**src/hdl/tier_host_params.svh**
```systemverilog
//==========================================================================
// Build-time constants for the tier host block: register map, stack size,
// response timing and the tier ranges hosted by each core.
//==========================================================================
`ifndef TIER_HOST_PARAMS_SVH
`define TIER_HOST_PARAMS_SVH

`define TH_BASE_ADDR      32'h0000_F300
`define TH_STACK_DEPTH    4
`define TH_RESP_LATENCY   0
`define TH_TIER_RESET     8'd0

// highest tier each core can host; anything above core 2 goes to core 3.
`define TH_TIER_MAX_CORE0 8'd2
`define TH_TIER_MAX_CORE1 8'd3
`define TH_TIER_MAX_CORE2 8'd6

`define TH_OFF_REQ        32'h0000_0000
`define TH_OFF_STATUS     32'h0000_0004
`define TH_OFF_ENTRY_LO   32'h0000_0008
`define TH_OFF_ENTRY_HI   32'h0000_000C
`define TH_OFF_CTRL       32'h0000_0010

`endif

```
**src/hdl/tier_host_pkg.sv**
```systemverilog
//==========================================================================
// Shared types of the tier host: fabric request/response and status word.
//==========================================================================
package tier_host_pkg;

  typedef enum logic [1:0] {
    READ  = 2'd0,
    WRITE = 2'd1
  } fab_op_e;  // codes 2 and 3 are not supported.

  typedef enum logic [1:0] {
    OK           = 2'd0,
    DECODE_ERR   = 2'd1,
    ACCESS_FAULT = 2'd2
  } fab_code_e;

  typedef logic [1:0] core_id_t;
  typedef logic [7:0] tier_t;

  typedef struct packed {
    logic [31:0] addr;
    logic [31:0] wdata;
    logic [3:0]  wstrb;
    fab_op_e     op;
    logic [3:0]  id;
  } fab_req_t;

  typedef struct packed {
    logic [31:0] rdata;
    fab_code_e   code;
    logic [3:0]  id;
  } fab_rsp_t;

  // layout of the STATUS register, msb first.
  typedef struct packed {
    logic [4:0] rsvd_hi;
    logic       err_underflow;
    logic       err_overflow;
    logic       err_invalid;
    logic [5:0] rsvd_lo;
    core_id_t   active_core;
    logic [7:0] depth;
    tier_t      active_tier;
  } th_status_t;

endpackage

```
**src/hdl/tier_host_ctrl.sv**
```systemverilog
//==========================================================================
// Fabric slave front end: decodes one transaction at a time, issues stack
// and entry-register strobes, keeps sticky errors and returns the response.
//==========================================================================
`timescale 1ns/1ps
`include "tier_host_params.svh"

module tier_host_ctrl (
  input  logic                     clk,
  input  logic                     rst_n,
  input  tier_host_pkg::fab_req_t  req,
  input  logic                     req_valid,
  output logic                     req_ready,
  output tier_host_pkg::fab_rsp_t  rsp,
  output logic                     rsp_valid,
  input  logic                     rsp_ready,
  input  tier_host_pkg::tier_t     active_tier,
  input  logic [7:0]               depth,
  input  logic                     full,
  input  logic                     empty,
  input  tier_host_pkg::core_id_t  active_core,
  input  logic [31:0]              entry_lo,
  input  logic [31:0]              entry_hi,
  output logic                     push,
  output logic                     pop,
  output tier_host_pkg::tier_t     push_tier,
  output logic                     wr_lo,
  output logic                     wr_hi,
  output logic [31:0]              wdata,
  output logic [3:0]               wstrb
);
  localparam int unsigned LAT   = `TH_RESP_LATENCY;
  localparam int unsigned CNT_W = (LAT < 2) ? 1 : $clog2(LAT + 1);

  typedef enum logic [1:0] {ST_IDLE, ST_WAIT, ST_RESP} state_e;

  state_e                    state_q;
  logic [CNT_W-1:0]          wait_cnt_q;
  logic                      err_invalid_q;
  logic                      err_overflow_q;
  logic                      err_underflow_q;

  logic                      req_fire;
  logic [31:0]               off;
  logic                      is_read;
  logic                      is_write;
  logic                      hit_req;
  logic                      hit_lo;
  logic                      hit_hi;
  logic                      hit_ctrl;
  logic [7:0]                req_byte0;
  logic                      mode_up;
  logic                      mode_ret;
  logic                      not_higher;
  logic                      clr_err;
  tier_host_pkg::th_status_t status;
  logic [31:0]               rdata_d;
  tier_host_pkg::fab_code_e  code_d;

  assign req_ready = (state_q == ST_IDLE);
  assign rsp_valid = (state_q == ST_RESP);
  assign req_fire  = req_valid && req_ready;

  assign off       = req.addr - `TH_BASE_ADDR;
  assign is_read   = (req.op == tier_host_pkg::READ);
  assign is_write  = (req.op == tier_host_pkg::WRITE);
  assign hit_req   = (off == `TH_OFF_REQ);
  assign hit_lo    = (off == `TH_OFF_ENTRY_LO);
  assign hit_hi    = (off == `TH_OFF_ENTRY_HI);
  assign hit_ctrl  = (off == `TH_OFF_CTRL);
  assign req_byte0 = req.wdata[7:0];

  // bit 7 of byte 0 picks return-mode, otherwise byte 0 is the target tier.
  assign mode_up    = req_fire && is_write && hit_req && req.wstrb[0] && !req_byte0[7];
  assign mode_ret   = req_fire && is_write && hit_req && req.wstrb[0] && req_byte0[7];
  assign not_higher = (req_byte0 <= active_tier);
  assign clr_err    = req_fire && is_write && hit_ctrl && req.wstrb[0] && req.wdata[0];

  always_comb begin
    status               = '0;
    status.err_underflow = err_underflow_q;
    status.err_overflow  = err_overflow_q;
    status.err_invalid   = err_invalid_q;
    status.active_core   = active_core;
    status.depth         = depth;
    status.active_tier   = active_tier;

    rdata_d = 32'h0;
    if (is_read) begin
      case (off)
        `TH_OFF_STATUS:   rdata_d = status;
        `TH_OFF_ENTRY_LO: rdata_d = entry_lo;
        `TH_OFF_ENTRY_HI: rdata_d = entry_hi;
        default:          rdata_d = 32'h0;  // unmapped reads are harmless.
      endcase
    end

    if (!is_read && !is_write) begin
      code_d = tier_host_pkg::ACCESS_FAULT;
    end else if (is_write && !(hit_req || hit_lo || hit_hi || hit_ctrl)) begin
      code_d = tier_host_pkg::DECODE_ERR;
    end else begin
      code_d = tier_host_pkg::OK;
    end
  end

  always_ff @(posedge clk or negedge rst_n) begin
    if (!rst_n) begin
      state_q    <= ST_IDLE;
      wait_cnt_q <= '0;
    end else begin
      case (state_q)
        ST_IDLE: begin
          if (req_fire) begin
            state_q    <= ST_WAIT;
            wait_cnt_q <= CNT_W'(LAT);
          end
        end
        ST_WAIT: begin
          if (wait_cnt_q == '0) begin
            state_q <= ST_RESP;
          end else begin
            wait_cnt_q <= wait_cnt_q - 1'b1;
          end
        end
        ST_RESP: begin
          if (rsp_ready) begin
            state_q <= ST_IDLE;
          end
        end
        default: state_q <= ST_IDLE;
      endcase
    end
  end

  always_ff @(posedge clk or negedge rst_n) begin
    if (!rst_n) begin
      push            <= 1'b0;
      pop             <= 1'b0;
      wr_lo           <= 1'b0;
      wr_hi           <= 1'b0;
      err_invalid_q   <= 1'b0;
      err_overflow_q  <= 1'b0;
      err_underflow_q <= 1'b0;
    end else begin
      push  <= mode_up && !not_higher && !full;
      pop   <= mode_ret && !empty;
      wr_lo <= req_fire && is_write && hit_lo;
      wr_hi <= req_fire && is_write && hit_hi;
      if (clr_err) begin
        err_invalid_q   <= 1'b0;
        err_overflow_q  <= 1'b0;
        err_underflow_q <= 1'b0;
      end else begin
        // an illegal tier is reported ahead of a full stack.
        if (mode_up && not_higher)          err_invalid_q   <= 1'b1;
        if (mode_up && !not_higher && full) err_overflow_q  <= 1'b1;
        if (mode_ret && empty)              err_underflow_q <= 1'b1;
      end
    end
  end

  always_ff @(posedge clk) begin
    if (req_fire) begin
      push_tier <= req_byte0;
      wdata     <= req.wdata;
      wstrb     <= req.wstrb;
      rsp.rdata <= rdata_d;
      rsp.code  <= code_d;
      rsp.id    <= req.id;
    end
  end

  a_push_pop_excl: assert property (@(posedge clk) disable iff (!rst_n)
    !(push && pop));

  a_rsp_hold: assert property (@(posedge clk) disable iff (!rst_n)
    rsp_valid && !rsp_ready |=> rsp_valid && $stable(rsp));

endmodule

```
**src/hdl/mode_stack.sv**
```systemverilog
//==========================================================================
// Bounded tier stack. Holds the active tier and the tiers to return to.
//==========================================================================
`timescale 1ns/1ps
`include "tier_host_params.svh"

module mode_stack (
  input  logic                 clk,
  input  logic                 rst_n,
  input  logic                 push,
  input  logic                 pop,
  input  tier_host_pkg::tier_t push_tier,
  output tier_host_pkg::tier_t active_tier,
  output logic [7:0]           depth,
  output logic                 full,
  output logic                 empty
);
  localparam int unsigned DEPTH = `TH_STACK_DEPTH;
  localparam int unsigned IDX_W = (DEPTH < 2) ? 1 : $clog2(DEPTH);

  tier_host_pkg::tier_t stack_mem [DEPTH];
  tier_host_pkg::tier_t tier_q;
  logic [7:0]           depth_q;
  logic [IDX_W-1:0]     top_idx;

  assign active_tier = tier_q;
  assign depth       = depth_q;
  assign full        = (depth_q == 8'(DEPTH));
  assign empty       = (depth_q == 8'd0);
  assign top_idx     = IDX_W'(depth_q - 8'd1);  // slot of the last saved tier.

  always_ff @(posedge clk or negedge rst_n) begin
    if (!rst_n) begin
      tier_q  <= `TH_TIER_RESET;
      depth_q <= 8'd0;
    end else if (push && !full) begin
      tier_q  <= push_tier;
      depth_q <= depth_q + 8'd1;
    end else if (pop && !empty) begin
      tier_q  <= stack_mem[top_idx];
      depth_q <= depth_q - 8'd1;
    end
  end

  always_ff @(posedge clk) begin
    if (push && !full) begin
      stack_mem[IDX_W'(depth_q)] <= tier_q;  // save the tier being left.
    end
  end

  a_no_push_full: assert property (@(posedge clk) disable iff (!rst_n)
    push |-> !full);

  a_no_pop_empty: assert property (@(posedge clk) disable iff (!rst_n)
    pop |-> !empty);

endmodule

```
**src/hdl/core_select.sv**
```systemverilog
//==========================================================================
// Maps the active tier to a hosting core, halts the others and pulses run.
//==========================================================================
`timescale 1ns/1ps
`include "tier_host_params.svh"

module core_select (
  input  logic                    clk,
  input  logic                    rst_n,
  input  tier_host_pkg::tier_t    active_tier,
  output tier_host_pkg::core_id_t active_core,
  output logic [3:0]              core_halt_req,
  output logic [3:0]              core_run_pulse
);
  tier_host_pkg::core_id_t next_core;
  tier_host_pkg::core_id_t core_q;

  function automatic tier_host_pkg::core_id_t tier_to_core(input tier_host_pkg::tier_t t);
    if (t <= `TH_TIER_MAX_CORE0) return 2'd0;
    if (t <= `TH_TIER_MAX_CORE1) return 2'd1;
    if (t <= `TH_TIER_MAX_CORE2) return 2'd2;
    return 2'd3;
  endfunction

  assign next_core     = tier_to_core(active_tier);
  assign active_core   = core_q;
  assign core_halt_req = ~(4'b0001 << core_q);  // every core but the host.

  always_ff @(posedge clk or negedge rst_n) begin
    if (!rst_n) begin
      core_q         <= 2'd0;
      core_run_pulse <= 4'b0000;
    end else begin
      core_q         <= next_core;
      core_run_pulse <= (next_core != core_q) ? (4'b0001 << next_core) : 4'b0000;
    end
  end

  // a run pulse goes to one core only.
  a_run_onehot: assert property (@(posedge clk) disable iff (!rst_n)
    $onehot0(core_run_pulse));

endmodule

```
**src/hdl/entry_regs.sv**
```systemverilog
//==========================================================================
// 64-bit entry vector held as two byte-strobed 32-bit words.
//==========================================================================
`timescale 1ns/1ps

module entry_regs (
  input  logic        clk,
  input  logic        rst_n,
  input  logic        wr_lo,
  input  logic        wr_hi,
  input  logic [31:0] wdata,
  input  logic [3:0]  wstrb,
  output logic [31:0] entry_lo,
  output logic [31:0] entry_hi
);

  always_ff @(posedge clk or negedge rst_n) begin
    if (!rst_n) begin
      entry_lo <= 32'h0;
      entry_hi <= 32'h0;
    end else begin
      for (int b = 0; b < 4; b++) begin
        // lanes without a strobe keep their old byte.
        if (wr_lo && wstrb[b]) begin
          entry_lo[b*8 +: 8] <= wdata[b*8 +: 8];
        end
        if (wr_hi && wstrb[b]) begin
          entry_hi[b*8 +: 8] <= wdata[b*8 +: 8];
        end
      end
    end
  end

endmodule

```
**src/hdl/tier_host_top.sv**
```systemverilog
//==========================================================================
// Tier host top level. Fabric slave port in, core halt and run lines out.
//==========================================================================
`timescale 1ns/1ps

module tier_host_top (
  input  logic                    clk,
  input  logic                    rst_n,
  input  tier_host_pkg::fab_req_t req,
  input  logic                    req_valid,
  output logic                    req_ready,
  output tier_host_pkg::fab_rsp_t rsp,
  output logic                    rsp_valid,
  input  logic                    rsp_ready,
  output tier_host_pkg::tier_t    active_tier,
  output tier_host_pkg::core_id_t active_core,
  output logic [3:0]              core_halt_req,
  output logic [3:0]              core_run_pulse
);
  logic                 push;
  logic                 pop;
  tier_host_pkg::tier_t push_tier;
  logic [7:0]           depth;
  logic                 full;
  logic                 empty;
  logic                 wr_lo;
  logic                 wr_hi;
  logic [31:0]          wdata;
  logic [3:0]           wstrb;
  logic [31:0]          entry_lo;
  logic [31:0]          entry_hi;

  tier_host_ctrl i_ctrl (
    .clk         (clk),
    .rst_n       (rst_n),
    .req         (req),
    .req_valid   (req_valid),
    .req_ready   (req_ready),
    .rsp         (rsp),
    .rsp_valid   (rsp_valid),
    .rsp_ready   (rsp_ready),
    .active_tier (active_tier),
    .depth       (depth),
    .full        (full),
    .empty       (empty),
    .active_core (active_core),
    .entry_lo    (entry_lo),
    .entry_hi    (entry_hi),
    .push        (push),
    .pop         (pop),
    .push_tier   (push_tier),
    .wr_lo       (wr_lo),
    .wr_hi       (wr_hi),
    .wdata       (wdata),
    .wstrb       (wstrb)
  );

  mode_stack i_mode_stack (
    .clk         (clk),
    .rst_n       (rst_n),
    .push        (push),
    .pop         (pop),
    .push_tier   (push_tier),
    .active_tier (active_tier),
    .depth       (depth),
    .full        (full),
    .empty       (empty)
  );

  core_select i_core_select (
    .clk            (clk),
    .rst_n          (rst_n),
    .active_tier    (active_tier),
    .active_core    (active_core),
    .core_halt_req  (core_halt_req),
    .core_run_pulse (core_run_pulse)
  );

  entry_regs i_entry_regs (
    .clk      (clk),
    .rst_n    (rst_n),
    .wr_lo    (wr_lo),
    .wr_hi    (wr_hi),
    .wdata    (wdata),
    .wstrb    (wstrb),
    .entry_lo (entry_lo),
    .entry_hi (entry_hi)
  );

endmodule

```
**config.mk**
```make
export PLATFORM = sky130hd
export DESIGN_NAME = tier_host_top
export DESIGN_NICKNAME = d
export VERILOG_FILES = /design/src/hdl/tier_host_pkg.sv /design/src/hdl/tier_host_ctrl.sv /design/src/hdl/mode_stack.sv /design/src/hdl/core_select.sv /design/src/hdl/entry_regs.sv /design/src/hdl/tier_host_top.sv
export VERILOG_INCLUDE_DIRS = /design/src /design/src/hdl
export SDC_FILE = /design/constraint.sdc
export NUM_CORES = 1
export LEC_CHECK = 0
export ABC_AREA = 1
export BUFFER_PORTS_ARGS = -buffer_cell sky130_fd_sc_hd__buf_2
export CAP_MARGIN = 20
export CELL_PAD_IN_SITES_DETAIL_PLACEMENT = 0
export CELL_PAD_IN_SITES_GLOBAL_PLACEMENT = 1
export CORE_MARGIN = 2
export CORE_UTILIZATION = 40
export DETAILED_ROUTE_END_ITERATION = 8
export PLACE_DENSITY_LB_ADDON = 0.1
export SLEW_MARGIN = 20
export SYNTH_ARGS = -nofsm -noshare
export SYNTH_HDL_FRONTEND = slang
export SYNTH_SLANG_ARGS = --single-unit
```
**constraint.sdc**
```tcl
create_clock -name clk -period 3.3 [get_ports clk]
set_clock_uncertainty 0.1 [all_clocks]
set_input_delay 0.495 -clock clk [delete_from_list [all_inputs] [get_ports clk]]
set_output_delay 0.495 -clock clk [all_outputs]
set_load 0.02 [all_outputs]
```
==> results.py <==
metrics = {
    "outcome": {
        "status": "finished, violations left",
        "violations": "hold timing",
    },
    "clocking": {
        "clock-sinks": 201,
        "path_clk_slew_ns": 0.06,
        "cts_hold_buffers": 0,
        "cts_tree": "done",
        "clk_latency_ns": 0.51,
        "postCtsSetupRepairBufs": 0,
        "htreeDepth": 1,
        "cts-root-buf": "clkbuf_16",
        "ctsResizeCount": 0,
        "numCtsBuffers": 23,
        "clockBufferDepth": 3,
    },
    "layout": {
        "area_growth_pct": 18.7,
        "drive_above_1_share_pct": 18.4,
        "fillers": 2212,
        "final_nets": 1173,
        "diodes": 0,
    },
    "sta": {
        "finalSetupViolations": 0,
        "whs_ns": -0.00840,
        "tightest_slew_ns": 0.938,
        "max-slew-margin-rel_pct": 37.5,
        "drv_slew": 0,
        "period_share_pct": 75.4,
        "hold_viol_final": 4,
        "clock.fmax_ghz": 0.402,
        "fin_setup_tns_ns": 0,
        "rsz0062_at_grt": "no",
        "layout_min_cycle_time_ns": 2.49,
    },
    "die": {
        "die_x_um": 154,
        "initial_utilization_pct": 40.3,
        "dieArea_sq_mm": 0.0238,
        "die_h_um": 154,
        "rows": 55,
        "io_pins": 136,
        "coreArea_sq_mm": 0.0224,
    },
    "place": {
        "place_hpwl_um": 15100,
        "port_buffers": 135,
        "gp_congestion": 0.790,
    },
    "setup_path": {
        "critical_path.slowest_cell": "dfrtp_1",
        "path_max_fanout": 16,
        "worstPathArrival_ns": 2.83,
        "slowest_delay_ns": 0.49,
        "rrSetupSlack_ns": 0.81,
        "timing.rr.end": "i_mode_stack.depth[2]",
        "crit_chain": "inv_1, ha_1, inv_1, nor4_2, nor2_2, inv_2, nor2_1, buf_4, a21oi_1, xor2_1",
        "startpoint": "i_mode_stack.depth[1]",
        "worstSetupPathType": "flip-flop to flip-flop",
        "worstSetupEndpointType": "flip-flop",
        "cp_common_cell": "inv_1",
        "reg2reg_from": "i_mode_stack.depth[1]",
        "rr_worst_depth": 10,
        "setup.worst_path.end": "i_mode_stack.depth[2]",
        "required_ns": 3.64,
        "cp-start-kind": "flip-flop",
    },
    "synthesis": {
        "synth.most_common_cell": "nand2_1",
        "synth_area_leaders": "edfxtp_1 (35%), dfrtp_1 (26%), nand2_1 (7.4%)",
        "syn_inst": 944,
        "syn_nets": 1034,
        "synth_common_cells": "nand2_1 (179), nor2_1 (144), inv_1 (114)",
        "avgSynthCellArea_sq_um": 9.58,
        "yosysTopAreaCell": "edfxtp_1",
        "yosys_warnings": 0,
        "syn_area_sq_mm": 0.00904,
        "ys_seq_area_share_pct": 61.5,
        "synth.top_cell.area_share_pct": 35.2,
        "synth_seq_cells": 201,
        "async_reset_ff_share_pct": 47.3,
        "synth-edff-count": 106,
        "ys.flop_type": "edfxtp_1",
        "synth_cell_types": 36,
    },
    "power": {
        "p_leak_uw": 0.00470,
        "irDropWorstVdd_uv": 340,
        "total_power_uw": 5980,
        "power_density_mw_per_mm2": 557,
    },
    "global_route": {
        "gr-total-overflow": 0,
        "grt_pass1_vias": 6854,
        "grt_pass1_wl_um": 36700,
        "antenna_found_initial": 0,
        "grt_util_all_layers_pct": 19.4,
        "grt_max_degree": 68,
    },
    "detailed_routing": {
        "wl_met2_um": 10500,
        "met3_wirelength_um": 1080,
        "top_layer_used": "met4",
        "dr.pass1.iters": 4,
        "met1Wirelength_um": 10600,
        "drt_drc_violations_left": 0,
        "drt_iter0_drc": 335,
        "vias": 6816,
        "vias_per_cell": 4.92,
        "detail-route-antenna-nets": 0,
        "wirelength_um": 22600,
        "post_drt_wl_per_cell_um": 16.3,
    },
    "min_path": {
        "hold_path_class": "input port to asynchronous set/reset pin",
    },
    "job": {
        "cap_violations": 0,
    },
}
## per-layer routing
layer / GRT usage [%] / vias to the layer above
li1: - / 3422
met1: 27.0 / 3191
met2: 32.3 / 169
met3: 3.05 / 34
met4: 4.59 / 0
met5: 0 / -
## worst min path at each step
| stage | slack [ns] | startpoint | end | cells after the start |
|---|---|---|---|---|
| after CTS | 0.04 | req[32] | i_ctrl.wdata[22] | 1 |
| after detailed placement | 0.37 | i_entry_regs.entry_hi[16] | i_entry_regs.entry_hi[16] | 2 |
| after global placement | 0.37 | i_entry_regs.entry_hi[1] | i_entry_regs.entry_hi[1] | 2 |
| after floorplan | 0.1 | rst_n | i_core_select.active_core[0] | 0 |
| after global routing | 0.04 | req[32] | i_ctrl.wdata[22] | 1 |
| final | -0.008 | rst_n | i_entry_regs.entry_lo[22] | 1 |
## placed cells by master, fill, tap and decap left out, types with 3 or more instances in the layout
| cell type | instances |
|---|---|
| clkbuf_16 | 23 |
| buf_2 | 134 |
| o21ai_0 | 88 |
| a22oi_1 | 4 |
| dfrtp_1 | 95 |
| nor3_1 | 9 |
| nand2_1 | 179 |
| nor2_1 | 144 |
| nand4_1 | 52 |
| buf_4 | 18 |
| and2_1 | 3 |
| xor2_1 | 3 |
| ha_1 | 12 |
| clkbuf_1 | 4 |
| inv_2 | 3 |
| clkinv_2 | 4 |
| xnor2_1 | 4 |
| a21oi_1 | 9 |
| edfxtp_1 | 106 |
| clkinv_1 | 7 |
| inv_1 | 114 |
| o211ai_1 | 4 |
| nor2_2 | 5 |
| o22ai_1 | 8 |
| nand3_1 | 41 |
## worst max-delay path, delay by kind of cell, from the launching register on
family / cells / cell delay, ns
AO/OA/AOI/OAI: 1 / 0.17
XOR/XNOR: 1 / 0.15
adder cells (fa/ha/maj): 1 / 0.18
buffers and inverters: 4 / 0.71
flip-flops: 1 / 0.49
AND/OR/NAND/NOR: 3 / 0.61
## logic make-up after synthesis
logic type | after synthesis | share of synthesized area [%]
AO/OA/AOI/OAI | 121 | 7.26
adder cells (fa/ha/maj) | 12 | 1.66
flip-flops | 201 | 61.5
XOR/XNOR | 7 | 0.678
AND/OR/NAND/NOR | 446 | 21.5
buffers and inverters | 157 | 7.40
## sequential cells by signal (all words and copies together) (netlist names)
name	flops
i_ctrl.err_invalid_q	1
i_ctrl.wdata	32
i_ctrl.rsp	38
i_entry_regs.entry_hi	32
i_ctrl.state_q	2
i_ctrl.wr_lo	1
i_core_select.active_core	2
i_ctrl.err_overflow_q	1
i_ctrl.err_underflow_q	1
i_ctrl.wr_hi	1
i_mode_stack.active_tier	8
i_ctrl.pop	1
i_entry_regs.entry_lo	32
i_mode_stack.stack_mem	32
i_mode_stack.depth	8
i_ctrl.push	1
i_ctrl.wstrb	4
i_core_select.core_run_pulse	4
## power breakdown
part	switching [uW]	leakage [uW]	internal (uW)
Combinational	419	0.00200	146
Clock	999	0.000360	1480
Sequential	60.4	0.00234	2880
Total	1480	0.00470	4500
## layout make-up
| type | instances | area (sq um) | area share (%) |
|---|---|---|---|
| Multi-Input combinational cell | 586 | 2820 | 26.3 |
| Tap cell | 285 | 357 | 3.32 |
| Timing Repair Buffer | 153 | 826 | 7.69 |
| Sequential cell | 201 | 5560 | 51.8 |
| Clock buffer | 29 | 618 | 5.76 |
| Clock inverter | 13 | 111 | 1.04 |
| Inverter | 118 | 443 | 4.13 |
## stage by stage
| stage | worst slack [ns] | instances | util, % | area, sq um |
|---|---|---|---|---|
| after floorplan | 0.409 | 944 | - | 9040 |
| after global placement | 0.498 | 1343 | 44.6 | 10000 |
| after detailed placement | 0.389 | 1343 | 44.6 | 10000 |
| after CTS | 0.772 | 1385 | 47.9 | 10700 |
| after global routing | 0.516 | 1385 | 47.9 | 10700 |
| final | 0.810 | 1385 | 47.9 | 10700 |
Note: power is estimated with default switching activity, not from simulation.
